## src/hdl/rv32v_settings.svh

```systemverilog
`ifndef RV32V_SETTINGS_SVH
`define RV32V_SETTINGS_SVH

// Lanes and banks are the same count
`define RV32V_NUM_LANES 4

// Architectural vector registers
`define RV32V_NUM_VREGS 32

// Register select width, log2 of the register count
`define RV32V_VSEL_W 5

// Datapath word, one per lane and bank
`define RV32V_WORD_W 32

// Full vector register, all banks side by side
`define RV32V_VREG_W (`RV32V_NUM_LANES * `RV32V_WORD_W)

`endif

```

## src/hdl/rv32v_types_pkg.sv

```systemverilog
`include "rv32v_settings.svh"

package rv32v_types_pkg;

    typedef logic [`RV32V_WORD_W-1:0] word_t;

    // Element width, 2'b11 is reserved
    typedef enum logic [1:0] {
        EEW8  = 2'b00,
        EEW16 = 2'b01,
        EEW32 = 2'b10
    } veew_t;

    // Per-lane integer opcode
    typedef enum logic [2:0] {
        VADD = 3'd0,
        VSUB = 3'd1,
        VAND = 3'd2,
        VOR  = 3'd3,
        VXOR = 3'd4,
        VSLL = 3'd5,
        VSRL = 3'd6,
        VSRA = 3'd7
    } vexec_t;

    typedef enum logic [1:0] {
        NOT_CFG     = 2'b00,
        CFG_VSETVLI = 2'b01,
        CFG_VSETVL  = 2'b10
    } vsetvl_t;

    // Control word from decode, valid for one cycle
    typedef struct packed {
        logic [`RV32V_VSEL_W-1:0]   vs1_sel;
        logic [`RV32V_VSEL_W-1:0]   vs2_sel;
        logic [`RV32V_VSEL_W-1:0]   vd_sel;
        veew_t                      veew_src1;
        veew_t                      veew_src2;
        veew_t                      veew_dest;
        logic [1:0]                 vbank_offset;
        logic [4:0]                 vuop_num;
        logic                       vsignext;
        logic [4:0]                 vimm;
        logic                       vxin1_use_imm;
        logic                       vxin1_use_rs1;
        logic                       vxin2_use_rs2;
        vexec_t                     vexec;
        logic                       vmask_en;
        logic [`RV32V_NUM_LANES-1:0] vlaneactive;
        // Memory stage
        logic                       vindexed;
        logic                       vmemdren;
        logic                       vmemdwen;
        logic                       vregwen;
        logic                       sregwen;
        vsetvl_t                    vsetvl_type;
        logic                       vkeepvl;
    } vcontrol_t;

    // Write-back, one word and byte enable per bank
    typedef struct packed {
        logic [`RV32V_VSEL_W-1:0]         vd;
        word_t [`RV32V_NUM_LANES-1:0]     vwdata;
        logic [`RV32V_NUM_LANES-1:0][3:0] vbyte_wen;
    } vwb_t;

    typedef struct packed {
        word_t [`RV32V_NUM_LANES-1:0] vs3;
        word_t [`RV32V_NUM_LANES-1:0] valu_res;
        logic [`RV32V_NUM_LANES-1:0]  vlane_mask;
        logic                         vindexed;
        logic [4:0]                   vuop_num;
        logic                         vmemdren;
        logic                         vmemdwen;
        logic                         vregwen;
        logic                         sregwen;
        veew_t                        veew;
        logic [`RV32V_VSEL_W-1:0]     vd_sel;
        logic [1:0]                   vbank_offset;
        logic                         vkeepvl;
        logic                         vsetvl;
    } vexmem_t;

endpackage

```

## src/hdl/rv32v_vfu.sv

```systemverilog
`timescale 1ns/1ps
`include "rv32v_settings.svh"

module rv32v_vfu (
    input  rv32v_types_pkg::word_t  vopA,
    input  rv32v_types_pkg::word_t  vopB,
    input  rv32v_types_pkg::vexec_t vop,
    output rv32v_types_pkg::word_t  vres
);

    // Shift amount is the low five bits of B
    logic [4:0] shamt;

    assign shamt = vopB[4:0];

    always_comb begin
        case (vop)
            rv32v_types_pkg::VADD: begin
                vres = vopA + vopB;
            end
            rv32v_types_pkg::VSUB: begin
                vres = vopA - vopB;
            end
            rv32v_types_pkg::VAND: begin
                vres = vopA & vopB;
            end
            rv32v_types_pkg::VOR: begin
                vres = vopA | vopB;
            end
            rv32v_types_pkg::VXOR: begin
                vres = vopA ^ vopB;
            end
            rv32v_types_pkg::VSLL: begin
                vres = vopA << shamt;
            end
            rv32v_types_pkg::VSRL: begin
                vres = vopA >> shamt;
            end
            rv32v_types_pkg::VSRA: begin
                // Arithmetic shift keeps the sign of A
                vres = $signed(vopA) >>> shamt;
            end
            default: begin
                vres = '0;
            end
        endcase
    end

endmodule

```

## config.mk

```make
export PLATFORM = sky130hd
export DESIGN_NAME = rv32v_vfu
export DESIGN_NICKNAME = d
export VERILOG_FILES = /design/src/hdl/rv32v_types_pkg.sv /design/src/hdl/rv32v_vfu.sv
export VERILOG_INCLUDE_DIRS = /design/src /design/src/hdl
export SDC_FILE = /design/constraint.sdc
export NUM_CORES = 1
export LEC_CHECK = 0
export ABC_AREA = 0
export BUFFER_PORTS_ARGS = -buffer_cell sky130_fd_sc_hd__buf_2
export CORE_MARGIN = 1
export CORE_UTILIZATION = 35
export DETAILED_ROUTE_END_ITERATION = 10
export GPL_ROUTABILITY_DRIVEN = 0
export GPL_TIMING_DRIVEN = 0
export PLACE_DENSITY = 0.62
export SYNTH_ARGS = -nofsm -noshare
export SYNTH_HDL_FRONTEND = slang
export SYNTH_SLANG_ARGS = --single-unit
```

## constraint.sdc

```tcl
create_clock -name vclk -period 7.85
set_clock_uncertainty 0.05 [all_clocks]
set_input_delay 1.1775 -clock vclk [all_inputs]
set_output_delay 1.1775 -clock vclk [all_outputs]
set_load 0.02 [all_outputs]
```

==> run_results.csv, run 1 <==
group,metric,value,unit
setup_path,max_stage_delay,0.41,ns
global_route,grt_pass1_wl,59.9,mm
final_layout,drive_gt1_share,16.3,%
setup_path,worst_path_max_delay_cell,"a2111oi_0",
placed_design,dpl.hpwl,31.5,mm
floorplanning,io_pins,99,
global_route,grt.total_usage,33.6,%
cts,post_cts.repair.setup_buffers,0,
floorplanning,initial_core_util,35.6,%
setup_path,cp_cell_sequence,"buf_2, buf_2, inv_2, buf_2, clkbuf_4, ha_1, nand4_1, nor2_4, nand4_1, o31ai_1, xnor2_1, ha_1, clkbuf_1, a21oi_1, inv_1, a2111oi_0, o211ai_1, a31oi_1, xnor2_1, o21ai_1, buf_2",
synth,postSynthAreaPerCell,7.15,um2
flow_run,max_cap_viol_count,0,
synth,yosysWarnings,0,
synth,syn-num-nets,1288,
final_layout,areaGrowthSynthToFinish,10.8,%
global_route,antenna_found_initial,1,
routing,num_vias,10400,
timing,min_period_over_period,98.4,%
floorplanning,fp.dieW,154,um
final_layout,final-seq-area,0,um2
setup_path,criticalPathCategory,"input port to output pin",
timing,tightest_slew,1.31,ns
timing,maxSlewViolCount,0,
synth,netlist_area,8030,um2
placed_design,numPortBuffers,99,
setup_path,path_delay_family,"buffers and inverters",
setup_path,worstSetupStartpointType,"input port",
floorplanning,core-area,22600,um2
timing,setup_viol,0,
floorplanning,dieArea,23600,um2
routing,ant_nets,0,
global_route,grt_pass1_vias,9559,
routing,wl_per_cell,27.1,um
floorplanning,rows,55,
final_layout,seq_cell_count,0,
hold_path,hold_path.class,"input port to output pin",
routing,drc,0,
synth,yosysSeqAreaShare,0,%
timing,rsz0062_at_grt,"true",
setup_path,cpMostUsedCell,"buf_2",
setup_path,crit_buf_inv,8,
setup_path,worstPathRequired,6.62,ns
routing,dr.pass1.iters,7,
routing,drt_iter0_markers,1723,
setup_path,worstPathArrival,6.49,ns
synth,syn_inst,1123,
final_layout,final_nets,1389,
routing,wirelength,40.9,mm
global_route,grt_max_degree,12,
setup_path,cp_max_fo,11,
timing,tns,0,ns
routing,via_per_inst,6.87,
timing,timing.fmax,129,MHz
timing,period_needed,7.72,ns
timing,slew_headroom,12.1,%
global_route,overflow,0,
final_layout,clockBufferCount,0,
synth,synth_cell_type_count,73,
setup_path,cp-end-kind,"output pin",
floorplanning,die_h,154,um
final_layout,fill_cells,2425,
status,status,"complete, no violations",
timing,finalHoldViolations,0,
[synth_stat cells, types with 4 or more instances]
cell type | n | area [um2]
buf_2 | 13 | 65.1
o21a_1 | 4 | 30.0
a22oi_1 | 8 | 60.1
buf_4 | 4 | 30.0
xnor2_1 | 41 | 359
a221oi_1 | 9 | 78.8
nand3_1 | 27 | 135
clkbuf_1 | 45 | 169
a21oi_1 | 103 | 515
buf_6 | 4 | 45.0
nor3_1 | 17 | 85.1
mux4_2 | 54 | 1220
o211ai_1 | 23 | 173
nor2_1 | 109 | 409
o31ai_1 | 8 | 60.1
a211o_1 | 8 | 70.1
o221ai_1 | 14 | 123
mux2_2 | 9 | 101
mux2i_1 | 44 | 440
buf_1 | 14 | 52.6
nand4_1 | 9 | 56.3
nor4_1 | 4 | 25.0
o22ai_1 | 13 | 81.3
a222oi_1 | 8 | 80.1
inv_1 | 79 | 297
o2111ai_1 | 5 | 43.8
and2_1 | 6 | 37.5
a21o_1 | 21 | 158
or3_1 | 6 | 37.5
xor2_1 | 13 | 114
o21ai_1 | 14 | 70.1
o21ai_0 | 88 | 440
ha_1 | 97 | 1210
a211oi_1 | 10 | 75.1
nand2_1 | 116 | 435
a31oi_1 | 13 | 81.3
and3_1 | 9 | 56.3
[area by class of cell]
cell class	count	area, um2	share of cell area, %
timing repair buffer	99	495	5.57
tap	285	357	4.01
multi-input combinational	960	7360	82.7
buffer	81	379	4.26
inverter	82	308	3.46
antenna	1	2.50	0.0281
[layout by cell type (no fill, tap or decap), types with 14 or more instances in the layout]
master and n:
clkbuf_1 45, mux4_2 54, buf_1 14, ha_1 97
buf_2 111, a21o_1 21, o221ai_1 14, inv_1 79
a21oi_1 103, o211ai_1 23, nor3_1 17, o21ai_0 88
xnor2_1 41, nand3_1 27, nor2_1 108, nand2_1 116
mux2i_1 44
[logic make-up after synthesis]
| family | after synthesis | synth area share, % |
|---|---|---|
| AO/OA/AOI/OAI | 378 | 30.2 |
| XOR/XNOR | 54 | 5.89 |
| adder cells (fa/ha/maj) | 98 | 15.4 |
| buffers and inverters | 163 | 8.52 |
| multiplexers | 109 | 22.2 |
| AND/OR/NAND/NOR | 321 | 17.9 |
[worst paths after layout]
check | start | endpoint | slack, ns | depth (start not counted)
worst min-delay path | vopB[19] | vres[19] | 2.96 | 6
worst max-delay path | vopB[1] | vres[31] | 0.13 | 21
[through the flow]
step           util, %  area (um2)  hold slack (ns)  std cells  worst slack, ns
2_1_floorplan        -        8030             2.66       1123             1.68
3_3_place_gp      39.4        8890             2.97       1507            0.180
3_5_place_dp      39.4        8890             2.97       1507            0.152
4_1_cts           39.4        8890             2.97       1507            0.150
5_1_grt           39.4        8900             3.01       1507          -0.0153
6_report          39.4        8900             2.96       1508            0.128
[layer usage]
metal | vias up | track usage, % | wire length (um)
met5 | - | 1.66 | 54
met4 | 2 | 20.2 | 3130
met3 | 253 | 14.1 | 6500
met2 | 919 | 47.4 | 15900
met1 | 4774 | 42.2 | 15300
li1 | 4416 | - | -
[tightest hold or removal path, delay by kind of cell]
family | cells | cell delay (ns)
buffers and inverters | 3 | 0.37
AO/OA/AOI/OAI | 2 | 0.18
adder cells (fa/ha/maj) | 1 | 0.11
[timing repair]
item / 4_1_cts / 5_1_grt
resized for setup: 0 / 4
hold buffers: 0 / 0
endpoints found under the setup margin: 0 / 5
==> inputs of run 2 (changes only) <==
- BUFFER_PORTS_ARGS: -buffer_cell sky130_fd_sc_hd__buf_2 -> not set
- DONT_BUFFER_PORTS: not set -> 1
- PLACE_DENSITY: 0.62 -> 0.58
==> run 2 against run 1 <==
Die area stayed put. First-iteration DRC count is 6.6% higher. Final cell count is 6.6% lower. Wire length is 0.66% higher. Largest cell class unchanged. Final area is 5.6% lower. Flip-flop and latch count stayed put. Critical path depth is 4 lower. Highest routed layer unchanged. Worst hold slack worse by 0.26 ns. Worst setup slack worse by 0.091 ns. Clock-buffer cell count stayed put. Maximum frequency is 1.2% lower.
==> run_results.csv, run 2 (synthesis results as in run 1) <==
group,metric,value,unit
global_route,grt_pass1_vias,9137,
hold_path,hold_depth,4,
routing,ant_nets,0,
hold_path,holdPathEnd,"vres[31]",
final_layout,final_nets,1290,
global_route,grt_max_degree,12,
timing,min_period_over_period,99.5,%
floorplanning,io_pins,99,
placed_design,numPortBuffers,0,
hold_path,hold_path.class,"input port to output pin",
setup_path,worst_path_max_delay_cell,"o21ai_1",
setup_path,cp_max_fo,11,
global_route,grt_pass1_wl,60.2,mm
routing,dr.pass1.iters,7,
setup_path,cp-end-kind,"output pin",
final_layout,multi_input_area,7360,um2
timing,maxSlewViolCount,0,
final_layout,seq_cell_count,0,
global_route,overflow,0,
hold_path,min_from,"vopB[31]",
floorplanning,fp.dieW,154,um
flow_run,max_cap_viol_count,0,
global_route,antenna_found_initial,0,
final_layout,final-seq-area,0,um2
placed_design,place_area,8390,um2
timing,tightest_slew,1.26,ns
final_layout,utilization,37.2,%
timing,finalHoldViolations,0,
timing,period_needed,7.81,ns
cts,post_cts.repair.setup_buffers,0,
final_layout,areaGrowthSynthToFinish,4.63,%
routing,wirelength,41.1,mm
setup_path,worstSetupStartpointType,"input port",
timing,slew_headroom,15.8,%
floorplanning,rows,55,
timing,setup_viol,0,
setup_path,cp_cell_sequence,"buf_2, inv_2, buf_2, buf_2, ha_1, nand4_1, o31ai_1, xnor2_1, ha_1, a21oi_1, o21ai_1, a2111o_1, o21ai_1, a21oi_1, a21o_1, mux2_1, o21ai_1",
final_layout,drive_gt1_share,8.99,%
routing,drt_iter0_markers,1837,
routing,wl_per_cell,29.2,um
setup_path,criticalPathCategory,"input port to output pin",
setup_path,max_stage_delay,0.56,ns
setup_path,worstPathArrival,6.59,ns
floorplanning,initial_core_util,35.6,%
timing,rsz0062_at_grt,"true",
routing,via_per_inst,6.93,
final_layout,clockBufferCount,0,
final_layout,final_area,8410,um2
final_layout,most-common-layout-cells,"nand2_1 (116), nor2_1 (108), a21oi_1 (103), ha_1 (97), o21ai_0 (88)",
placed_design,dpl.hpwl,32.2,mm
timing,timing.fmax,128,MHz
routing,drc,0,
status,status,"complete, no violations",
global_route,grt.total_usage,34.0,%
setup_path,worstPathRequired,6.62,ns
routing,num_vias,9768,
cts,post_cts_resized,0,
floorplanning,core-area,22600,um2
floorplanning,dieArea,23600,um2
floorplanning,die_h,154,um
final_layout,final_common_cell,"nand2_1",
final_layout,fill_cells,2432,
cts,holdBufCountCts,0,
==> run 2: changes by cell type in the layout (fill, tap and decap cells not counted), sizes merged <==
cell and delta:
buf -98, clkbuf -1
==> run 2: metal layers <==
layer  part of all wire [%]  GRT usage, %  up-vias
met4                    6.1          15.9        2
li1                       -             -     4219
met1                     38          42.5     4505
met2                     40          49.8      851
met3                     16          14.7      191
met5                   0.14          1.86        -
==> run 2: final cells by class <==
class	instances	area share, %
tap	285	4.24
multi-input combinational	960	87.6
antenna	1	0.0298
inverter	82	3.66
buffer	81	4.48
==> run 2: worst max-delay path, delay by kind of cell <==
family / cells / cell delay, ns
compound gates: 8 / 2.68
xor+xnor: 1 / 0.16
fa+ha+maj: 2 / 0.63
buf+inv: 4 / 1.23
mux: 1 / 0.34
simple gates: 1 / 0.37
==> run 2: worst max-delay path by stage <==
stage / startpoint / end / cells after the start
after floorplan: vopB[1] / vres[29] / 15
after global placement: vopB[1] / vres[29] / 16
after detailed placement: vopB[1] / vres[29] / 16
after CTS: vopB[1] / vres[29] / 16
after global routing: vopB[1] / vres[31] / 19
final: vopB[1] / vres[25] / 17
==> run 2: stage by stage <==
stage	setup TNS, ns	hold WS (ns)	std cells	setup slack [ns]
floorplan	0	2.66	1123	1.68
CTS	0	2.75	1408	0.0936
finish	0	2.70	1409	0.0372
global placement	0	2.75	1408	0.144
global route	-0.0642	2.73	1408	-0.0642
detailed placement	0	2.75	1408	0.107
