### config.mk
export PLATFORM = sky130hd
export DESIGN_NAME = rv32v_mask_unit
export DESIGN_NICKNAME = d
export VERILOG_FILES = /design/src/hdl/rv32v_mask_unit.sv
export VERILOG_INCLUDE_DIRS = /design/src /design/src/hdl
export SDC_FILE = /design/constraint.sdc
export NUM_CORES = 1
export LEC_CHECK = 0
export ABC_AREA = 1
export BUFFER_PORTS_ARGS = -buffer_cell sky130_fd_sc_hd__buf_2
export CAP_MARGIN = 5
export CORE_UTILIZATION = 25
export DETAILED_ROUTE_END_ITERATION = 7
export GPL_TIMING_DRIVEN = 1
export SLEW_MARGIN = 30
export SYNTH_ARGS = -nofsm -noshare
export SYNTH_HDL_FRONTEND = slang
export SYNTH_SLANG_ARGS = --single-unit
export TNS_END_PERCENT = 10
### constraint.sdc
create_clock -name vclk -period 2
set_input_delay 0.4 -clock vclk [all_inputs]
set_output_delay 0.4 -clock vclk [all_outputs]
set_load 0.01 [all_outputs]
### src/hdl/rv32v_settings.svh
`ifndef RV32V_SETTINGS_SVH
`define RV32V_SETTINGS_SVH

// Lanes and banks are the same count
`define RV32V_NUM_LANES 4

// Architectural vector registers
`define RV32V_NUM_VREGS 32

// Register select width, log2 of the register count
`define RV32V_VSEL_W 5

// Datapath word, one per lane and bank
`define RV32V_WORD_W 32

// Full vector register, all banks side by side
`define RV32V_VREG_W (`RV32V_NUM_LANES * `RV32V_WORD_W)

`endif

### src/hdl/rv32v_mask_unit.sv
`timescale 1ns/1ps
`include "rv32v_settings.svh"

module rv32v_mask_unit (
    input  logic [`RV32V_VREG_W-1:0]    v0,
    input  logic                        mask_enable,
    input  logic [4:0]                  uop_num,
    input  logic [`RV32V_NUM_LANES-1:0] lane_active,
    output logic [`RV32V_NUM_LANES-1:0] lane_mask
);

    localparam int NUM_LANES = `RV32V_NUM_LANES;

    // v0 bits for the elements of this uop
    logic [NUM_LANES-1:0] v0_bits;

    assign v0_bits = v0[NUM_LANES * uop_num +: NUM_LANES];

    // Unmasked ops write every active lane
    always_comb begin
        if (mask_enable) begin
            lane_mask = lane_active & v0_bits;
        end else begin
            lane_mask = lane_active;
        end
    end

endmodule

==> results of run 1 <==
Yosys cell counts:
cell | count | area share, %
sky130_fd_sc_hd__buf_4 | 3 | 1.4
sky130_fd_sc_hd__nand3_1 | 84 | 26
sky130_fd_sc_hd__o21ai_0 | 4 | 1.2
sky130_fd_sc_hd__buf_6 | 4 | 2.8
sky130_fd_sc_hd__inv_1 | 71 | 16
sky130_fd_sc_hd__buf_2 | 14 | 4.3
sky130_fd_sc_hd__clkbuf_1 | 2 | 0.46
sky130_fd_sc_hd__nand2_1 | 196 | 45
sky130_fd_sc_hd__inv_2 | 2 | 0.46
sky130_fd_sc_hd__nor2_1 | 8 | 1.8
cell families (layout without fill, tap and decap cells):
kind of cell,count (synthesis),after routing,share of synthesized area (%)
AND/OR/NAND/NOR,288,288,73.0
buffers and inverters,96,242,25.8
AO/OA/AOI/OAI,4,4,1.23
critical path, cell delays in order:
cell and delay (ps):
sky130_fd_sc_hd__buf_12 100, sky130_fd_sc_hd__clkinv_8 60, sky130_fd_sc_hd__buf_12 140, sky130_fd_sc_hd__buf_4 130, sky130_fd_sc_hd__nand2_1 50, sky130_fd_sc_hd__nand2_1 60, sky130_fd_sc_hd__nand2_2 70, sky130_fd_sc_hd__nand3_2 70
sky130_fd_sc_hd__nand3_2 70, sky130_fd_sc_hd__nand2_1 60, sky130_fd_sc_hd__nand2_1 70, sky130_fd_sc_hd__nand3_2 60, sky130_fd_sc_hd__nand2_2 80, sky130_fd_sc_hd__inv_2 30, sky130_fd_sc_hd__buf_6 100
power by group through the flow:
stage          clock network (mW)  registers [mW]  logic (mW)
6_report                        0               0       0.593
5_1_grt                         0               0       0.661
4_1_cts                         0               0       0.541
3_5_place_dp                    0               0       0.491
3_3_place_gp                    0               0       0.488
2_1_floorplan                   0               0       0.267
timing repair:
action | 4_1_cts | 5_1_grt
pin swaps | 1 | 23
gates cloned | 4 | 1
resized for setup | 12 | 54
hold buffers | 0 | 0
setup endpoints to repair | 4 | 4
buffers inserted | 4 | 3
per-stage QoR:
stage	hold slack (ps)	power (mW)	area [um2]	worst slack, ps	setup TNS, ps
floorplan	896	0.267	1630	323	0
detailed placement	1070	0.491	2490	-65.4	-208
global placement	1070	0.488	2490	-53.7	-157
CTS	1070	0.541	2680	4.64	0
global route	1080	0.661	2890	-83.6	-295
finish	1050	0.593	2890	26.3	0
worst max path at each step:
stage	startpoint	to	slack (ps)
final	uop_num[0]	lane_mask[1]	30
after global routing	uop_num[0]	lane_mask[0]	-80
after CTS	uop_num[0]	lane_mask[3]	5
after detailed placement	uop_num[0]	lane_mask[2]	-70
after global placement	uop_num[0]	lane_mask[3]	-50
after floorplan	uop_num[2]	lane_mask[0]	320
cell type report:
type	count	area [um2]
Fill cell	708	3420
Inverter	73	287
Timing Repair Buffer	169	1150
Tap cell	77	96.3
Multi-Input combinational cell	292	1360
routing by layer:
layer	up-vias	wire, um	track usage [%]
met1	1201	3040	22.8
met2	83	3490	36.1
met4	0	0	0.345
met3	0	304	0.659
met5	-	0	0
li1	1454	-	-
==> impl_metrics.sql, run 1 <==
INSERT INTO impl_metrics (metric_group, metric, value, unit) VALUES
('placed_design', 'buffer_ports.inserted', '142', ''),
('detailed_routing', 'antenna_violating_nets_post_route', '0', ''),
('finish', 'layoutNonFillerInstCount', '611', ''),
('job', 'maxCapViolations', '0', ''),
('detailed_routing', 'route.detailed.vias_per_inst', '4.48', ''),
('finish', 'n_clock_buffer', '0', ''),
('global_routing', 'track_usage', '18.3', '%'),
('worst_setup_path', 'setup.worst_path.start_class', 'input port', ''),
('finish', 'sequential_cell_area', '0', 'um2'),
('worst_setup_path', 'path_max_fanout', '7', ''),
('worst_setup_path', 'cp_data_required_time', '1600', 'ps'),
('global_routing', 'first_global_vias', '2297', ''),
('worst_setup_path', 'cp-end-kind', 'output port', ''),
('finish', 'synthToLayoutAreaGrowth', '77.9', '%'),
('floorplanning', 'die_h', '82.6', 'um'),
('global_routing', 'grt_start_max_net_pins', '22', ''),
('timing', 'transition_time_at_the_pin_with_the_least_slew_margin', '333', 'ps'),
('floorplanning', 'initial_utilization', '25.7', '%'),
('detailed_routing', 'drt_iter0_drc', '104', ''),
('timing', 'setup_violations', '0', ''),
('yosys', 'synthesis.area', '0.00163', 'mm2'),
('pwr', 'switchingPower', '294', 'uW'),
('yosys', 'synth.yosys.seq_area_share', '0', '%'),
('worst_hold_path', 'worst_hold_path_endpoint', 'lane_mask[3]', ''),
('timing', 'max_freq', '507', 'MHz'),
('detailed_routing', 'dr_pass1_iterations', '4', ''),
('timing', 'post-route-min-period', '1970', 'ps'),
('finish', 'most-common-layout-cells', 'sky130_fd_sc_hd__nand2_1 (184), sky130_fd_sc_hd__buf_2 (138), sky130_fd_sc_hd__inv_1 (68)', ''),
('pwr', 'power.clock.fraction', '0', '%'),
('global_routing', 'grt_first_pass_wirelength', '9870', 'um'),
('pwr', 'internal_power', '299', 'uW'),
('global_routing', 'grt_remaining_overflow', '0', ''),
('floorplanning', 'ios', '142', ''),
('floorplanning', 'die_width', '82.6', 'um'),
('detailed_routing', 'routed_wirelength', '6840', 'um'),
('pwr', 'proportion_of_power_drawn_by_flip_flops_and_latches', '0', '%'),
('timing', 'report.final.hold_viol_count', '0', ''),
('placed_design', 'place_congestion', '0.827', ''),
('pwr', 'combinationalPowerShare', '100.0', '%'),
('floorplanning', 'core_box_area', '0.00631', 'mm2'),
('pwr', 'power.switching_fraction', '49.6', '%'),
('worst_hold_path', 'hold_path.class', 'in -> out', ''),
('worst_hold_path', 'hp-start', 'lane_active[3]', ''),
('pwr', 'power.ir.vdd_worst', '94.8', 'uV'),
('timing', 'final_max_slew_violation_count', '0', ''),
('placed_design', 'dpl.hpwl', '5210', 'um'),
('yosys', 'syn-mean-instance-area', '4.19', 'um2'),
('run_status', 'run_status', 'completed', ''),
('timing', 'max_slew_margin', '77.8', '%'),
('placed_design', 'placedCellCount', '600', ''),
('floorplanning', 'number_of_cell_rows', '29', ''),
('global_routing', 'antenna_found_initial', '0', ''),
('finish', 'numSequentialCells', '0', ''),
('worst_hold_path', 'worst_hold_depth', '4', ''),
('finish', 'design.final.nets', '674', ''),
('pwr', 'static-leakage-power', '1.91', 'nW'),
('finish', 'antenna_cells', '0', ''),
('finish', 'final_core_utilization', '45.8', '%'),
('detailed_routing', 'remaining_drc_errors', '0', ''),
('worst_setup_path', 'cp.arrival', '1570', 'ps'),
('detailed_routing', 'post_drt_wl_per_cell', '11.2', 'um'),
('yosys', 'synthesis.nets', '526', ''),
('detailed_routing', 'vias', '2738', ''),
('yosys', 'synth_cell_types', '10', ''),
('finish', 'ratio_of_cells_with_drive_above_1_in_the_final_layout', '39.3', '%'),
('pwr', 'power-per-cell-area', '205', 'mW/mm2'),
('timing', 'grt_setup_unrepaired', 'true', ''),
('timing', 'share_of_the_clock_period_used_by_the_worst_path_after_layout', '98.7', '%'),
('worst_setup_path', 'criticalPathCategory', 'in -> out', ''),
('yosys', 'synth-warning-count', '0', ''),
('yosys', 'post_synth_inst_count', '388', ''),
('finish', 'final_common_cell', 'sky130_fd_sc_hd__nand2_1', ''),
('floorplanning', 'die_area', '0.00683', 'mm2');
No activity file was read; power rests on OpenSTA's default activity.
==> run 2, diff against run 1 <==
--- a/config.mk
+++ b/config.mk
@@ -12,6 +12,7 @@
 export CORE_UTILIZATION = 25
 export DETAILED_ROUTE_END_ITERATION = 7
 export GPL_TIMING_DRIVEN = 1
+export PLACE_DENSITY = 0.66
 export SLEW_MARGIN = 30
 export SYNTH_ARGS = -nofsm -noshare
 export SYNTH_HDL_FRONTEND = slang
==> impl_metrics.sql, run 2 (same netlist as run 1, synthesis figures left out) <==
INSERT INTO impl_metrics (metric_group, metric, value, unit) VALUES
('run_status', 'run_status', 'completed', ''),
('detailed_routing', 'routed_wirelength', '7670', 'um'),
('worst_setup_path', 'criticalPathCategory', 'in -> out', ''),
('detailed_routing', 'dr_pass1_iterations', '5', ''),
('finish', 'n_clock_buffer', '0', ''),
('timing', 'share_of_the_clock_period_used_by_the_worst_path_after_layout', '97.5', '%'),
('timing', 'setup_violations', '0', ''),
('finish', 'numSequentialCells', '0', ''),
('finish', 'n_fill_cell', '689', ''),
('timing', 'final.setup.tns', '0', 'ps'),
('global_routing', 'grt_first_pass_wirelength', '10300', 'um'),
('worst_setup_path', 'cp-end-kind', 'output port', ''),
('finish', 'ratio_of_cells_with_drive_above_1_in_the_final_layout', '38.5', '%'),
('finish', 'design.final.nets', '673', ''),
('pwr', 'power.ir.vdd_worst', '95.8', 'uV'),
('floorplanning', 'die_h', '82.6', 'um'),
('worst_hold_path', 'worst_hold_path_endpoint', 'lane_mask[1]', ''),
('timing', 'finalHoldWorstSlack', '1050', 'ps'),
('global_routing', 'grt_start_max_net_pins', '33', ''),
('floorplanning', 'die_area', '0.00683', 'mm2'),
('global_routing', 'first_global_vias', '2330', ''),
('worst_setup_path', 'cpMaxStageDelayCell', 'sky130_fd_sc_hd__buf_16', ''),
('worst_hold_path', 'hold_path.class', 'in -> out', ''),
('placed_design', 'place_congestion', '0.847', ''),
('pwr', 'power-per-cell-area', '207', 'mW/mm2'),
('worst_hold_path', 'hp-start', 'lane_active[1]', ''),
('detailed_routing', 'antenna_violating_nets_post_route', '0', ''),
('floorplanning', 'die_width', '82.6', 'um'),
('timing', 'max_freq', '513', 'MHz'),
('pwr', 'report.power.total', '622', 'uW'),
('placed_design', 'buffer_ports.inserted', '142', ''),
('worst_setup_path', 'setup.worst_path.start_class', 'input port', ''),
('detailed_routing', 'vias', '2767', ''),
('finish', 'final_core_utilization', '47.6', '%'),
('worst_hold_path', 'worst_hold_depth', '4', ''),
('pwr', 'static-leakage-power', '1.97', 'nW'),
('finish', 'final_common_cell', 'sky130_fd_sc_hd__nand2_1', ''),
('timing', 'max_slew_margin', '80.1', '%'),
('global_routing', 'grt_remaining_overflow', '0', ''),
('worst_setup_path', 'path_max_fanout', '7', ''),
('worst_setup_path', 'crit_path_cell_trace', 'buf_16 > clkinv_16 > clkbuf_16 > nand2_1 > nand2_1 > nand2_1 > nand3_1 > nand3_1 > nand2_1 > nand2_1 > nand3_1 > nand2_1 > inv_1 > buf_2', ''),
('finish', 'most-common-layout-cells', 'sky130_fd_sc_hd__nand2_1 (192), sky130_fd_sc_hd__buf_2 (139), sky130_fd_sc_hd__inv_1 (70)', ''),
('floorplanning', 'ios', '142', ''),
('timing', 'transition_time_at_the_pin_with_the_least_slew_margin', '298', 'ps'),
('job', 'maxCapViolations', '0', ''),
('worst_setup_path', 'cp.arrival', '1550', 'ps'),
('worst_setup_path', 'worst_path_most_repeated_cell', 'sky130_fd_sc_hd__nand2_1', ''),
('finish', 'synthToLayoutAreaGrowth', '84.8', '%'),
('floorplanning', 'number_of_cell_rows', '29', ''),
('detailed_routing', 'route.detailed.vias_per_inst', '4.54', ''),
('timing', 'final_max_slew_violation_count', '0', ''),
('placed_design', 'dpl.hpwl', '5050', 'um'),
('worst_setup_path', 'critical-path-max-stage-delay', '170', 'ps'),
('floorplanning', 'core_box_area', '0.00631', 'mm2'),
('worst_setup_path', 'cp_data_required_time', '1600', 'ps'),
('floorplanning', 'initial_utilization', '25.7', '%'),
('finish', 'antenna_cells', '0', ''),
('detailed_routing', 'remaining_drc_errors', '0', ''),
('timing', 'post-route-min-period', '1950', 'ps'),
('finish', 'sequential_cell_area', '0', 'um2'),
('timing', 'report.final.hold_viol_count', '0', ''),
('global_routing', 'track_usage', '19.1', '%'),
('timing', 'grt_setup_unrepaired', 'true', ''),
('detailed_routing', 'post_drt_wl_per_cell', '12.6', 'um'),
('worst_setup_path', 'setup.worst_path.start', 'uop_num[0]', ''),
('detailed_routing', 'drt_iter0_drc', '176', ''),
('global_routing', 'antenna_found_initial', '0', '');
[run 2: cell types whose count changed in the layout (fill, tap and decap cells not counted), sizes merged]
cell and change:
clkbuf +7, buf -10, inv +2
[run 2: power by group]
part / switching (mW) / internal [mW] / total [mW]
clock network: 0 / 0 / 0
registers: 0 / 0 / 0
logic: 0.311 / 0.311 / 0.622
[run 2: what timing repair did]
action,CTS,global route
hold buffers,0,0
hold endpoints to repair,0,0
pin swaps,0,20
endpoints found under the setup margin,4,4
setup buffers,0,1
gates cloned,3,12
gates resized for setup,11,52
[run 2: area by class of cell]
class | count | area [um2] | area share [%]
timing repair inverter | 2 | 22.5 | 0.750
timing repair buffer | 166 | 1220 | 40.5
multi-input combinational | 292 | 1370 | 45.5
tap | 77 | 96.3 | 3.21
inverter | 73 | 303 | 10.1
[run 2: critical path, delay by kind of cell]
family / cells / cell delay (ps)
buf+inv: 5 / 570
simple gates: 9 / 590
[run 2: worst max path at each step]
stage | cells after the start | slack (ps) | to
2_1_floorplan | 10 | 320 | lane_mask[0]
3_3_place_gp | 14 | -30 | lane_mask[2]
3_5_place_dp | 12 | -30 | lane_mask[1]
4_1_cts | 13 | 20 | lane_mask[1]
5_1_grt | 14 | -70 | lane_mask[0]
6_report | 14 | 50 | lane_mask[3]
[run 2: routing by layer]
layer / vias up / track usage (%) / part of all wire, %
met5: - / 0 / 0
met4: 0 / 1.03 / 0.065
met3: 2 / 0.440 / 6.1
met1: 1197 / 24.3 / 44
li1: 1452 / - / -
met2: 116 / 37.0 / 50
[run 2: per-stage QoR]
| step | std cells | worst slack [ps] | instance area [um2] |
|---|---|---|---|
| floorplan | 388 | 323 | 1630 |
| global placement | 594 | -25.1 | 2420 |
| detailed placement | 594 | -31.2 | 2420 |
| CTS | 597 | 22.4 | 2530 |
| global route | 610 | -66.5 | 3000 |
| finish | 610 | 50.6 | 3000 |
