<file path="src/hdl/rv32v_settings.svh">
`ifndef RV32V_SETTINGS_SVH
`define RV32V_SETTINGS_SVH

// Lanes and banks are the same count
`define RV32V_NUM_LANES 4

// Architectural vector registers
`define RV32V_NUM_VREGS 32

// Register select width, log2 of the register count
`define RV32V_VSEL_W 5

// Datapath word, one per lane and bank
`define RV32V_WORD_W 32

// Full vector register, all banks side by side
`define RV32V_VREG_W (`RV32V_NUM_LANES * `RV32V_WORD_W)

`endif

</file>
<file path="src/hdl/rv32v_types_pkg.sv">
`include "rv32v_settings.svh"

package rv32v_types_pkg;

    typedef logic [`RV32V_WORD_W-1:0] word_t;

    // Element width, 2'b11 is reserved
    typedef enum logic [1:0] {
        EEW8  = 2'b00,
        EEW16 = 2'b01,
        EEW32 = 2'b10
    } veew_t;

    // Per-lane integer opcode
    typedef enum logic [2:0] {
        VADD = 3'd0,
        VSUB = 3'd1,
        VAND = 3'd2,
        VOR  = 3'd3,
        VXOR = 3'd4,
        VSLL = 3'd5,
        VSRL = 3'd6,
        VSRA = 3'd7
    } vexec_t;

    typedef enum logic [1:0] {
        NOT_CFG     = 2'b00,
        CFG_VSETVLI = 2'b01,
        CFG_VSETVL  = 2'b10
    } vsetvl_t;

    // Control word from decode, valid for one cycle
    typedef struct packed {
        logic [`RV32V_VSEL_W-1:0]   vs1_sel;
        logic [`RV32V_VSEL_W-1:0]   vs2_sel;
        logic [`RV32V_VSEL_W-1:0]   vd_sel;
        veew_t                      veew_src1;
        veew_t                      veew_src2;
        veew_t                      veew_dest;
        logic [1:0]                 vbank_offset;
        logic [4:0]                 vuop_num;
        logic                       vsignext;
        logic [4:0]                 vimm;
        logic                       vxin1_use_imm;
        logic                       vxin1_use_rs1;
        logic                       vxin2_use_rs2;
        vexec_t                     vexec;
        logic                       vmask_en;
        logic [`RV32V_NUM_LANES-1:0] vlaneactive;
        // Memory stage
        logic                       vindexed;
        logic                       vmemdren;
        logic                       vmemdwen;
        logic                       vregwen;
        logic                       sregwen;
        vsetvl_t                    vsetvl_type;
        logic                       vkeepvl;
    } vcontrol_t;

    // Write-back, one word and byte enable per bank
    typedef struct packed {
        logic [`RV32V_VSEL_W-1:0]         vd;
        word_t [`RV32V_NUM_LANES-1:0]     vwdata;
        logic [`RV32V_NUM_LANES-1:0][3:0] vbyte_wen;
    } vwb_t;

    typedef struct packed {
        word_t [`RV32V_NUM_LANES-1:0] vs3;
        word_t [`RV32V_NUM_LANES-1:0] valu_res;
        logic [`RV32V_NUM_LANES-1:0]  vlane_mask;
        logic                         vindexed;
        logic [4:0]                   vuop_num;
        logic                         vmemdren;
        logic                         vmemdwen;
        logic                         vregwen;
        logic                         sregwen;
        veew_t                        veew;
        logic [`RV32V_VSEL_W-1:0]     vd_sel;
        logic [1:0]                   vbank_offset;
        logic                         vkeepvl;
        logic                         vsetvl;
    } vexmem_t;

endpackage

</file>
<file path="src/hdl/rv32v_read_xbar.sv">
`timescale 1ns/1ps
`include "rv32v_settings.svh"

module rv32v_read_xbar (
    input  rv32v_types_pkg::word_t [`RV32V_NUM_LANES-1:0] bank_dat,
    input  rv32v_types_pkg::veew_t                        veew,
    input  logic [1:0]                                    bank_offset,
    input  logic                                          sign_ext,
    output rv32v_types_pkg::word_t [`RV32V_NUM_LANES-1:0] out_dat
);

    localparam int NUM_LANES = `RV32V_NUM_LANES;

    logic [`RV32V_VREG_W-1:0] vreg;
    logic [7:0]               elem8  [NUM_LANES];
    logic [15:0]              elem16 [NUM_LANES];

    // Bank k holds word k of the register
    assign vreg = bank_dat;

    // Element index is offset group plus lane number
    always_comb begin
        for (int k = 0; k < NUM_LANES; k++) begin
            elem8[k]  = vreg[8 * (NUM_LANES * bank_offset + k) +: 8];
            elem16[k] = vreg[16 * (NUM_LANES * bank_offset[0] + k) +: 16];
        end
    end

    always_comb begin
        for (int k = 0; k < NUM_LANES; k++) begin
            case (veew)
                rv32v_types_pkg::EEW8: begin
                    if (sign_ext) begin
                        out_dat[k] = {{(`RV32V_WORD_W-8){elem8[k][7]}}, elem8[k]};
                    end else begin
                        out_dat[k] = {{(`RV32V_WORD_W-8){1'b0}}, elem8[k]};
                    end
                end
                rv32v_types_pkg::EEW16: begin
                    if (sign_ext) begin
                        out_dat[k] = {{(`RV32V_WORD_W-16){elem16[k][15]}}, elem16[k]};
                    end else begin
                        out_dat[k] = {{(`RV32V_WORD_W-16){1'b0}}, elem16[k]};
                    end
                end
                // full words need no extension
                default: begin
                    out_dat[k] = bank_dat[k];
                end
            endcase
        end
    end

    // Decode must never issue the reserved width
    always_comb begin
        assert (veew inside {rv32v_types_pkg::EEW8, rv32v_types_pkg::EEW16,
                             rv32v_types_pkg::EEW32})
        else $error("reserved element width on crossbar");
    end

endmodule

</file>
<file path="config.mk">
export PLATFORM = sky130hd
export DESIGN_NAME = rv32v_read_xbar
export DESIGN_NICKNAME = d
export VERILOG_FILES = /design/src/hdl/rv32v_types_pkg.sv /design/src/hdl/rv32v_read_xbar.sv
export VERILOG_INCLUDE_DIRS = /design/src /design/src/hdl
export SDC_FILE = /design/constraint.sdc
export NUM_CORES = 1
export LEC_CHECK = 0
export ABC_AREA = 1
export BUFFER_PORTS_ARGS = -buffer_cell sky130_fd_sc_hd__buf_2
export CORE_AREA = 3 3 100 102
export DETAILED_ROUTE_END_ITERATION = 8
export DIE_AREA = 0 0 103 105
export GPL_ROUTABILITY_DRIVEN = 0
export MAX_ROUTING_LAYER = met4
export PLACE_DENSITY = 0.74
export SYNTH_ARGS = -nofsm -noshare
export SYNTH_HDL_FRONTEND = slang
export SYNTH_SLANG_ARGS = --single-unit
</file>
<file path="constraint.sdc">
create_clock -name vclk -period 2
set_clock_uncertainty 0.05 [all_clocks]
set_input_delay 0.4 -clock vclk [all_inputs]
set_output_delay 0.4 -clock vclk [all_outputs]
set_load 0.05 [all_outputs]
</file>
==> results of run 1 <==
-- area by class of cell --
class                           instances  area, um^2  share of cell area [%]
Antenna cell                            1       2.502                 0.04351
Inverter                               11       53.80                  0.9354
Multi-Input combinational cell        637        2967                   51.58
Tap cell                              111       138.9                   2.415
Timing Repair Buffer                  331        2590                   45.03
-- synthesized netlist by cell type --
| library cell | n |
|---|---|
| clkbuf_1 | 6 |
| buf_1 | 1 |
| nand4_4 | 4 |
| inv_4 | 1 |
| nand3_1 | 172 |
| o21ai_0 | 7 |
| a21oi_1 | 62 |
| nand2_1 | 363 |
| buf_2 | 38 |
| nand3_2 | 18 |
| nor2_4 | 1 |
| nor2_2 | 1 |
| o211ai_1 | 7 |
| buf_4 | 13 |
| inv_1 | 8 |
| nand2_2 | 2 |
| inv_2 | 2 |
| buf_6 | 6 |
-- through the flow --
stage,TNS [ns],setup WS (ns),hold slack (ns),std cells
finish,0,0.003778,1.115,1091
global route,-0.3161,-0.03956,1.149,1091
CTS,0,0.0002529,1.142,1080
detailed placement,-9.922,-0.1617,1.179,1078
global placement,-6.852,-0.1414,1.177,1078
floorplan,0,0.03388,1.007,712
-- per-layer routing --
layer  up-vias  wire length, um
li1       2890                -
met1      2781             6930
met2       492             9168
met3        79             2361
met4         0              879
met5         -                0
-- path summary, 6_finish.rpt --
| check | to | from | depth (start not counted) | slack (ns) |
|---|---|---|---|---|
| max | out_dat[16] | bank_offset[0] | 8 | 0.004 |
| min | out_dat[27] | bank_dat[27] | 4 | 1.11 |
-- kinds of logic (layout without fill, tap and decap cells) --
kind of cell | count (synthesis) | count (layout) | share of synthesized area (%)
buffers and inverters | 75 | 342 | 12.73
other | 0 | 1 | 0
AND/OR/NAND/NOR | 561 | 561 | 75.37
AO/OA/AOI/OAI | 76 | 76 | 11.91
-- timing repair --
| action | 4_1_cts | 5_1_grt |
|---|---|---|
| cloned | 2 | 3 |
| endpoints found under the setup margin | 112 | 102 |
| resized for setup | 108 | 48 |
| setup buffers | 0 | 7 |
| hold buffers | 0 | 0 |
| pin swaps | 0 | 3 |
-- critical path, cell delays in order --
cell,delay (ns)
buf_12,0.13
clkinv_8,0.10
nand2_1,0.12
nand3_4,0.09
nand4_4,0.19
clkbuf_16,0.25
nand3_1,0.09
buf_6,0.16
==> run_results.csv, run 1 <==
group,metric,value,unit
setup_path,worstPathRequired,1.55,ns
layout,seqCellArea,0,um^2
drt,drtPass1Iterations,5,
layout,nClkBuffers,0,
synth,yosysTopAreaCell,"nand2_1",
grt,grt_pass1_wl,27830,um
layout,syn_to_final_growth,72.11,%
place,postPlaceCellArea,5124,um^2
setup_path,start_kind,"input port",
drt,drt-vias-per-instance,5.721,
floorplanning,boundaryPins,261,
synth,synth_cell_types,18,
sta,timing.final.hold_violations,0,
status,status,"finished clean",
sta,worst_pin_slew,0.3511,ns
drt,post_drt_wl_per_cell,17.73,um
sta,slew_headroom,76.59,%
synth,ys_warn_count,0,
floorplanning,die_height,105,um
synth,netlist_area,3342,um^2
setup_path,crit_fanout,19,
synth,synthTopCellsByArea,"nand2_1 (41%), nand3_1 (26%), a21oi_1 (9.3%)",
grt,overflow,0,
job,max_cap_viol_count,0,
drt,vias,6242,
sta,fmax,500.9,MHz
floorplanning,die_area,10820,um^2
setup_path,worstSetupPathType,"input port to primary output",
grt,grt_use_met2,55.45,%
grt,grtUsageMet1,39.18,%
grt,gr-max-usage-layer,"met2",
drt,antenna_left,0,
floorplanning,rows,35,
synth,synthCells,712,
layout,seq_cells,0,
setup_path,cp.arrival,1.55,ns
drt,drt-total-wl,19340,um
place,dp_hpwl,14210,um
layout,fin_area,5752,um^2
floorplanning,die_w,103,um
synth,yosysTopAreaCellShare,40.77,%
floorplanning,initial_core_util,36.34,%
setup_path,critPathCaptureType,"primary output",
synth,yosysSeqAreaShare,0,%
layout,drive_gt1_share,37.79,%
synth,avgSynthCellArea,4.694,um^2
layout,most-common-layout-cells,"nand2_1 (362), nand3_1 (168), buf_2 (158)",
sta,setup_viol,0,
floorplanning,core_area,9196,um^2
layout,layout_commonest_cell,"nand2_1",
synth,syn_nets,845,
sta,fin_crit_sh,99.81,%
min_path,hp-class,"input port to primary output",
grt,grt_pass1_vias,5619,
drt,drt-initial-drc-count,539,
grt,grt.total_usage,32.57,%
place,port-buffer-count,261,
drt,drc,0,
layout,nFillCells,896,
grt,grt_use_met3,4.139,%
sta,fin_crit,1.996,ns
grt,antenna_found_initial,1,
sta,grt_setup_unrepaired,"yes",
sta,slew_violations,0,
grt,grt_max_degree,37,
layout,nNetsFinal,1114,
layout,fin_util,62.54,%
==> inputs of run 2 (changes only) <==
--- a/config.mk
+++ b/config.mk
@@ -6,14 +6,14 @@
 export SDC_FILE = /design/constraint.sdc
 export NUM_CORES = 1
 export LEC_CHECK = 0
-export ABC_AREA = 1
 export BUFFER_PORTS_ARGS = -buffer_cell sky130_fd_sc_hd__buf_2
-export CORE_AREA = 3 3 100 102
+export CORE_AREA = 3 3 99 101
 export DETAILED_ROUTE_END_ITERATION = 8
-export DIE_AREA = 0 0 103 105
+export DIE_AREA = 0 0 102 104
 export GPL_ROUTABILITY_DRIVEN = 0
 export MAX_ROUTING_LAYER = met4
-export PLACE_DENSITY = 0.74
+export PLACE_DENSITY = 0.72
+export SETUP_SLACK_MARGIN = 0.4
 export SYNTH_ARGS = -nofsm -noshare
 export SYNTH_HDL_FRONTEND = slang
 export SYNTH_SLANG_ARGS = --single-unit
==> run_results.csv, run 2 <==
group,metric,value,unit
status,status,"aborted with a tool error",
status,lastStage,"5_1_grt",
status,error,"[ERROR GRT-0232] Routing congestion too high. Check the congestion heatmap in the GUI.",
floorplanning,die_height,104,um
synth,synth_cell_types,31,
sta,postGrtWorstEndpoint,"out_dat[31]",
place,postPlaceCellArea,6336,um^2
synth,netlist_area,3090,um^2
floorplanning,initial_core_util,33.93,%
synth,yosysSeqAreaShare,0,%
synth,synthTopCellsByArea,"nand2_1 (22%), mux4_2 (20%), mux2i_1 (16%)",
synth,avgSynthCellArea,6.852,um^2
grt,overflow,2,
grt,grt_max_degree,41,
synth,synthCells,451,
place,dp_hpwl,15080,um
floorplanning,boundaryPins,261,
sta,worst-ep-kind,"top-level output",
floorplanning,rows,35,
synth,yosysMostFrequentCell,"nand2_1",
grt,grt.total_usage,72.80,%
floorplanning,die_w,102,um
synth,ys_warn_count,0,
synth,synthTopCellsByCount,"nand2_1 (183), mux2i_1 (50), a221o_1 (31), mux4_2 (28), nor2_1 (27)",
place,port-buffer-count,261,
synth,yosysTopAreaCell,"nand2_1",
synth,syn_nets,584,
synth,yosysTopAreaCellShare,22.23,%
run 2: cell types whose count changed after synthesis, moves of 18 or more:
cell	change
mux4_2	+28
nand3_1	-172
a221o_1	+31
a21oi_1	-39
o31a_1	+21
buf_2	-22
nor2_1	+27
nand2_1	-180
mux2i_1	+50
nand3_2	-18
run 2: through the flow:
step	instances	utilization (%)	TNS (ns)	setup slack (ns)	hold WS (ns)
2_1_floorplan	451	-	-10.24	-0.3577	0.9577
3_3_place_gp	917	69.56	-40.73	-0.4643	1.175
3_5_place_dp	917	69.56	-43.54	-0.4951	1.184
4_1_cts	945	91.88	-18.83	-0.2792	1.112
run 2: cell families after synthesis:
| kind of cell | after synthesis | share of synthesized area, % |
|---|---|---|
| and+or+nand+nor | 221 | 28.10 |
| AOI/OAI and AO/OA | 103 | 27.49 |
| muxes | 78 | 36.60 |
| buffers and inverters | 49 | 7.814 |
run 2: per-layer routing:
metal | track usage, % | GRT overflow
met3 | 54.66 | 0
met2 | 89.14 | 0
met4 | 66.92 | 2
met5 | - | -
met1 | 72.02 | 0
run 2: timing repair:
| action | CTS |
|---|---|
| setup buffers | 17 |
| resized for setup | 452 |
| hold buffers | 0 |
| setup endpoints to repair | 128 |
| cloned | 11 |
| pin swaps | 36 |
==> inputs of run 3 (changes only) <==
--- a/config.mk
+++ b/config.mk
@@ -7,13 +7,11 @@
 export NUM_CORES = 1
 export LEC_CHECK = 0
 export BUFFER_PORTS_ARGS = -buffer_cell sky130_fd_sc_hd__buf_2
-export CORE_AREA = 3 3 99 101
+export CORE_AREA = 3 3 101 103
 export DETAILED_ROUTE_END_ITERATION = 8
-export DIE_AREA = 0 0 102 104
+export DIE_AREA = 0 0 104 106
 export GPL_ROUTABILITY_DRIVEN = 0
-export MAX_ROUTING_LAYER = met4
-export PLACE_DENSITY = 0.72
-export SETUP_SLACK_MARGIN = 0.4
+export PLACE_DENSITY_LB_ADDON = 0.15
 export SYNTH_ARGS = -nofsm -noshare
 export SYNTH_HDL_FRONTEND = slang
 export SYNTH_SLANG_ARGS = --single-unit
==> run_results.csv, run 3 <==
group,metric,value,unit
synth,yosysMostFrequentCell,"nand2_1",
power_and_ir_drop,pwr-share-seq,0,%
floorplanning,rows,35,
setup_path,worstPathRequired,1.55,ns
setup_path,cp.arrival,2.05,ns
power_and_ir_drop,p_per_area,388.1,nW/um^2
layout,nClkBuffers,0,
job,max_cap_viol_count,0,
floorplanning,boundaryPins,261,
drt,post_drt_wl_per_cell,29.54,um
layout,nNetsFinal,974,
power_and_ir_drop,combPwrFrac,100.0,%
floorplanning,die_height,106,um
power_and_ir_drop,power.leakage,4.158,nW
setup_path,critPathCaptureType,"primary output",
synth,ys_warn_count,0,
place,dp_hpwl,14780,um
floorplanning,die_area,11020,um^2
power_and_ir_drop,total_power,0.003331,W
drt,drt-total-wl,28620,um
drt,antenna_left,0,
place,postPlaceCellArea,6105,um^2
sta,timing.final.hold_violations,0,
floorplanning,die_w,104,um
sta,fin_crit,2.503,ns
synth,yosysSeqAreaShare,0,%
power_and_ir_drop,p_clk_share,0,%
sta,fin_crit_sh,125.2,%
drt,vias,6412,
synth,synth_cell_types,31,
synth,avgSynthCellArea,6.852,um^2
synth,synthTopCellsByArea,"nand2_1 (22%), mux4_2 (20%), mux2i_1 (16%)",
synth,syn_nets,584,
sta,fin_ws,-0.5033,ns
status,violations,"DRC, setup timing",
setup_path,crit_fanout,6,
synth,synthCells,451,
floorplanning,initial_core_util,33.29,%
layout,nFillCells,328,
drt,drtPass1Iterations,9,
sta,worst_pin_slew,0.5132,ns
power_and_ir_drop,p_int,0.001392,W
synth,netlist_area,3090,um^2
power_and_ir_drop,power.net_switching,0.001939,W
layout,layout_commonest_cell,"buf_2",
grt,grt.total_usage,40.40,%
layout,most-common-layout-cells,"buf_2 (129), buf_4 (116), buf_6 (85)",
grt,grt_pass1_vias,6314,
setup_path,start_kind,"input port",
grt,antenna_found_initial,1,
grt,grt_pass1_wl,35460,um
layout,fin_util,92.44,%
layout,drive_gt1_share,77.35,%
floorplanning,core_area,9284,um^2
setup_path,worstSetupPathType,"input port to primary output",
place,port-buffer-count,261,
sta,slew_violations,0,
layout,seqCellArea,0,um^2
power_and_ir_drop,switching_share,58.22,%
power_and_ir_drop,ir_worst_vdd,0.0003307,V
layout,fin_area,8582,um^2
synth,yosysTopAreaCell,"nand2_1",
status,status,"finished with violations",
min_path,hp-class,"input port to primary output",
drt,drt-initial-drc-count,815,
synth,synthTopCellsByCount,"nand2_1 (183), mux2i_1 (50), a221o_1 (31), mux4_2 (28), nor2_1 (27)",
grt,grt_max_degree,63,
drt,drc,4,
sta,grt_setup_unrepaired,"yes",
synth,yosysTopAreaCellShare,22.23,%
layout,syn_to_final_growth,177.7,%
grt,overflow,0,
layout,seq_cells,0,
sta,setup_viol,128,
sta,fmax,399.5,MHz
sta,slew_headroom,65.70,%
drt,drt-vias-per-instance,6.617,
-- run 3: logic make-up after synthesis --
group	synth area share, %
muxes	36.60
and+or+nand+nor	28.10
buffers and inverters	7.814
AOI/OAI and AO/OA	27.49
-- run 3: metal layers --
| layer | track usage [%] | wire length [um] |
|---|---|---|
| met1 | 42.23 | 8573 |
| met3 | 9.472 | 3804 |
| met2 | 71.91 | 12900 |
| met5 | 0 | 23 |
| met4 | 27.73 | 3317 |
-- run 3: critical path: stages --
cell	delay (ns)
buf_12	0.12
buf_12	0.14
buf_4	0.13
mux2i_1	0.25
a21oi_1	0.17
buf_4	0.19
a2bb2oi_4	0.14
buf_12	0.14
buf_12	0.14
nand2_4	0.06
buf_6	0.15
-- run 3: path summary, 6_finish.rpt --
check                         end            from  cells past startpoint
worst max-delay path  out_dat[94]  bank_offset[0]                     11
worst min-delay path   out_dat[2]     bank_dat[2]                      4
-- run 3: repair_timing --
| action | in CTS | in global routing |
|---|---|---|
| pin swaps | 16 | 29 |
| buffers inserted | 18 | 25 |
| cloned | 8 | 1 |
| hold endpoints to repair | 0 | 0 |
| hold buffers | 0 | 0 |
| setup endpoints to repair | 128 | 128 |
| gates resized for setup | 451 | 68 |
-- run 3: layout make-up --
class              instances  area (um^2)  area share (%)
well taps                129        161.4           1.881
multi-input cells        402         4118           47.98
repair buffers           434         4278           49.85
inverters                  3        22.52          0.2624
diodes                     1        2.502         0.02916
-- run 3: power by group through the flow --
stage	clock network, W	registers (W)	logic, W
after floorplan	0	0	0.00162
after global placement	0	0	0.00234
after detailed placement	0	0	0.00236
after CTS	0	0	0.00303
after global routing	0.0000000000668	0	0.00340
final	0.0000000000669	0	0.00333
-- run 3: through the flow --
stage                     hold WS [ns]  instances  TNS, ns  setup slack (ns)
after detailed placement         1.170        921   -49.26           -0.4825
final                            1.143        969   -39.08           -0.5033
after global routing             1.154        969   -43.81           -0.5629
after CTS                        1.118        947   -23.60           -0.2924
after floorplan                 0.9577        451   -8.680           -0.3577
after global placement           1.153        921   -47.05           -0.4596
(Power assumes the default switching activity.)
==> inputs of run 4 (changes only) <==
--- a/config.mk
+++ b/config.mk
@@ -11,7 +11,7 @@
 export DETAILED_ROUTE_END_ITERATION = 8
 export DIE_AREA = 0 0 104 106
 export GPL_ROUTABILITY_DRIVEN = 0
-export PLACE_DENSITY_LB_ADDON = 0.15
+export PLACE_DENSITY = 0.68
 export SYNTH_ARGS = -nofsm -noshare
 export SYNTH_HDL_FRONTEND = slang
 export SYNTH_SLANG_ARGS = --single-unit
==> run_results.csv, run 4 (synthesis results as in run 3) <==
group,metric,value,unit
status,status,"finished with violations",
status,violations,"setup timing",
power_and_ir_drop,p_per_area,393.9,nW/um^2
clock_network,ctsHoldBuffers,0,
place,port-buffer-count,261,
job,max_cap_viol_count,0,
setup_path,worstPathRequired,1.55,ns
power_and_ir_drop,power.leakage,4.149,nW
layout,drive_gt1_share,77.16,%
floorplanning,boundaryPins,261,
power_and_ir_drop,p_clk_share,0,%
sta,slew_violations,0,
sta,setup_viol,128,
sta,fin_ws,-0.3701,ns
setup_path,crit_fanout,25,
sta,fin_crit,2.370,ns
layout,nFillCells,306,
drt,antenna_left,0,
layout,layout_commonest_cell,"buf_2",
grt,antenna_found_initial,4,
power_and_ir_drop,combPwrFrac,100.0,%
drt,drt-total-wl,30490,um
floorplanning,die_height,106,um
place,dpl.cell_count,928,
power_and_ir_drop,pwr-share-seq,0,%
sta,timing.final.hold_violations,0,
layout,nNetsFinal,967,
floorplanning,core_area,9284,um^2
sta,fmax,421.9,MHz
layout,most-common-layout-cells,"buf_2 (130), buf_4 (102), buf_8 (91)",
power_and_ir_drop,ir_worst_vdd,0.0002689,V
drt,drt-initial-drc-count,917,
floorplanning,die_area,11020,um^2
place,dp_hpwl,15030,um
setup_path,critPathCaptureType,"primary output",
setup_path,cp.arrival,1.92,ns
drt,drt-vias-per-instance,6.930,
layout,instances_no_fill,968,
drt,vias,6708,
sta,worst_pin_slew,0.4622,ns
floorplanning,rows,35,
sta,slew_headroom,68.31,%
drt,post_drt_wl_per_cell,31.49,um
power_and_ir_drop,power.net_switching,0.001989,W
grt,grt_pass1_vias,6041,
layout,seqCellArea,0,um^2
grt,grt_max_degree,63,
grt,overflow,0,
sta,grt_setup_unrepaired,"yes",
setup_path,start_kind,"input port",
layout,seq_cells,0,
setup_path,worstSetupPathType,"input port to primary output",
sta,fin_crit_sh,118.5,%
floorplanning,die_w,104,um
grt,grt.total_usage,37.92,%
layout,nClkBuffers,0,
layout,syn_to_final_growth,179.6,%
layout,fin_util,93.07,%
power_and_ir_drop,switching_share,58.45,%
drt,drtPass1Iterations,7,
grt,grt_pass1_wl,33640,um
drt,drc,0,
min_path,hp-class,"input port to primary output",
place,preCtsSetupSlack,-0.4771,ns
power_and_ir_drop,p_int,0.001414,W
floorplanning,initial_core_util,33.29,%
layout,multi_input_area,4156,um^2
run 4: changes by cell type in the layout (fill, tap and decap cells not counted), sizes merged:
cell / delta
buf: -9
clkbuf: +2
clkinvlp: -1
diode: +6
clkinv: +1
run 4: area by class of cell:
class / instances / area share, %
multi-input combinational: 402 / 48.10
timing repair buffer: 427 / 49.59
tap: 129 / 1.868
inverter: 3 / 0.2317
antenna: 7 / 0.2027
run 4: repair_timing:
action | 4_1_cts | 5_1_grt
gates resized for setup | 428 | 123
cloned | 4 | 3
setup endpoints to repair | 128 | 128
setup buffers | 17 | 16
endpoints found under the hold margin | 0 | 0
pin swaps | 23 | 24
run 4: metrics by stage:
stage	power (W)	TNS (ns)	instance area, um^2	hold WS (ns)
CTS	0.002987	-21.22	7965	1.113
detailed placement	0.002367	-50.96	6162	1.176
global placement	0.002339	-48.12	6162	1.165
global route	0.003449	-35.47	8641	1.136
floorplan	0.001615	-8.680	3837	0.9577
finish	0.003403	-34.76	8641	1.137
run 4: final timing paths:
kind | startpoint | end | cells after the start
max | bank_offset[0] | out_dat[64] | 7
min | bank_dat[4] | out_dat[4] | 4
run 4: critical path, stage by stage:
cell and delay (ns):
buf_12 0.12, buf_16 0.20, buf_4 0.21, mux2i_1 0.33
nor2_1 0.12, a221o_2 0.31, buf_2 0.21
run 4: power by group through the flow:
stage	combinational, W	sequential (W)	clock (W)
detailed placement	0.00237	0	0
floorplan	0.00162	0	0
CTS	0.00299	0	0
global route	0.00345	0	0.000000000469
global placement	0.00234	0	0
finish	0.00340	0	0.000000000469
run 4: layer usage:
| layer | track usage [%] | routed length, um | vias up |
|---|---|---|---|
| li1 | - | - | 2456 |
| met1 | 41.53 | 8951 | 3050 |
| met2 | 67.87 | 13520 | 836 |
| met3 | 7.407 | 3758 | 366 |
| met4 | 22.70 | 4252 | 0 |
| met5 | 0 | 0 | - |
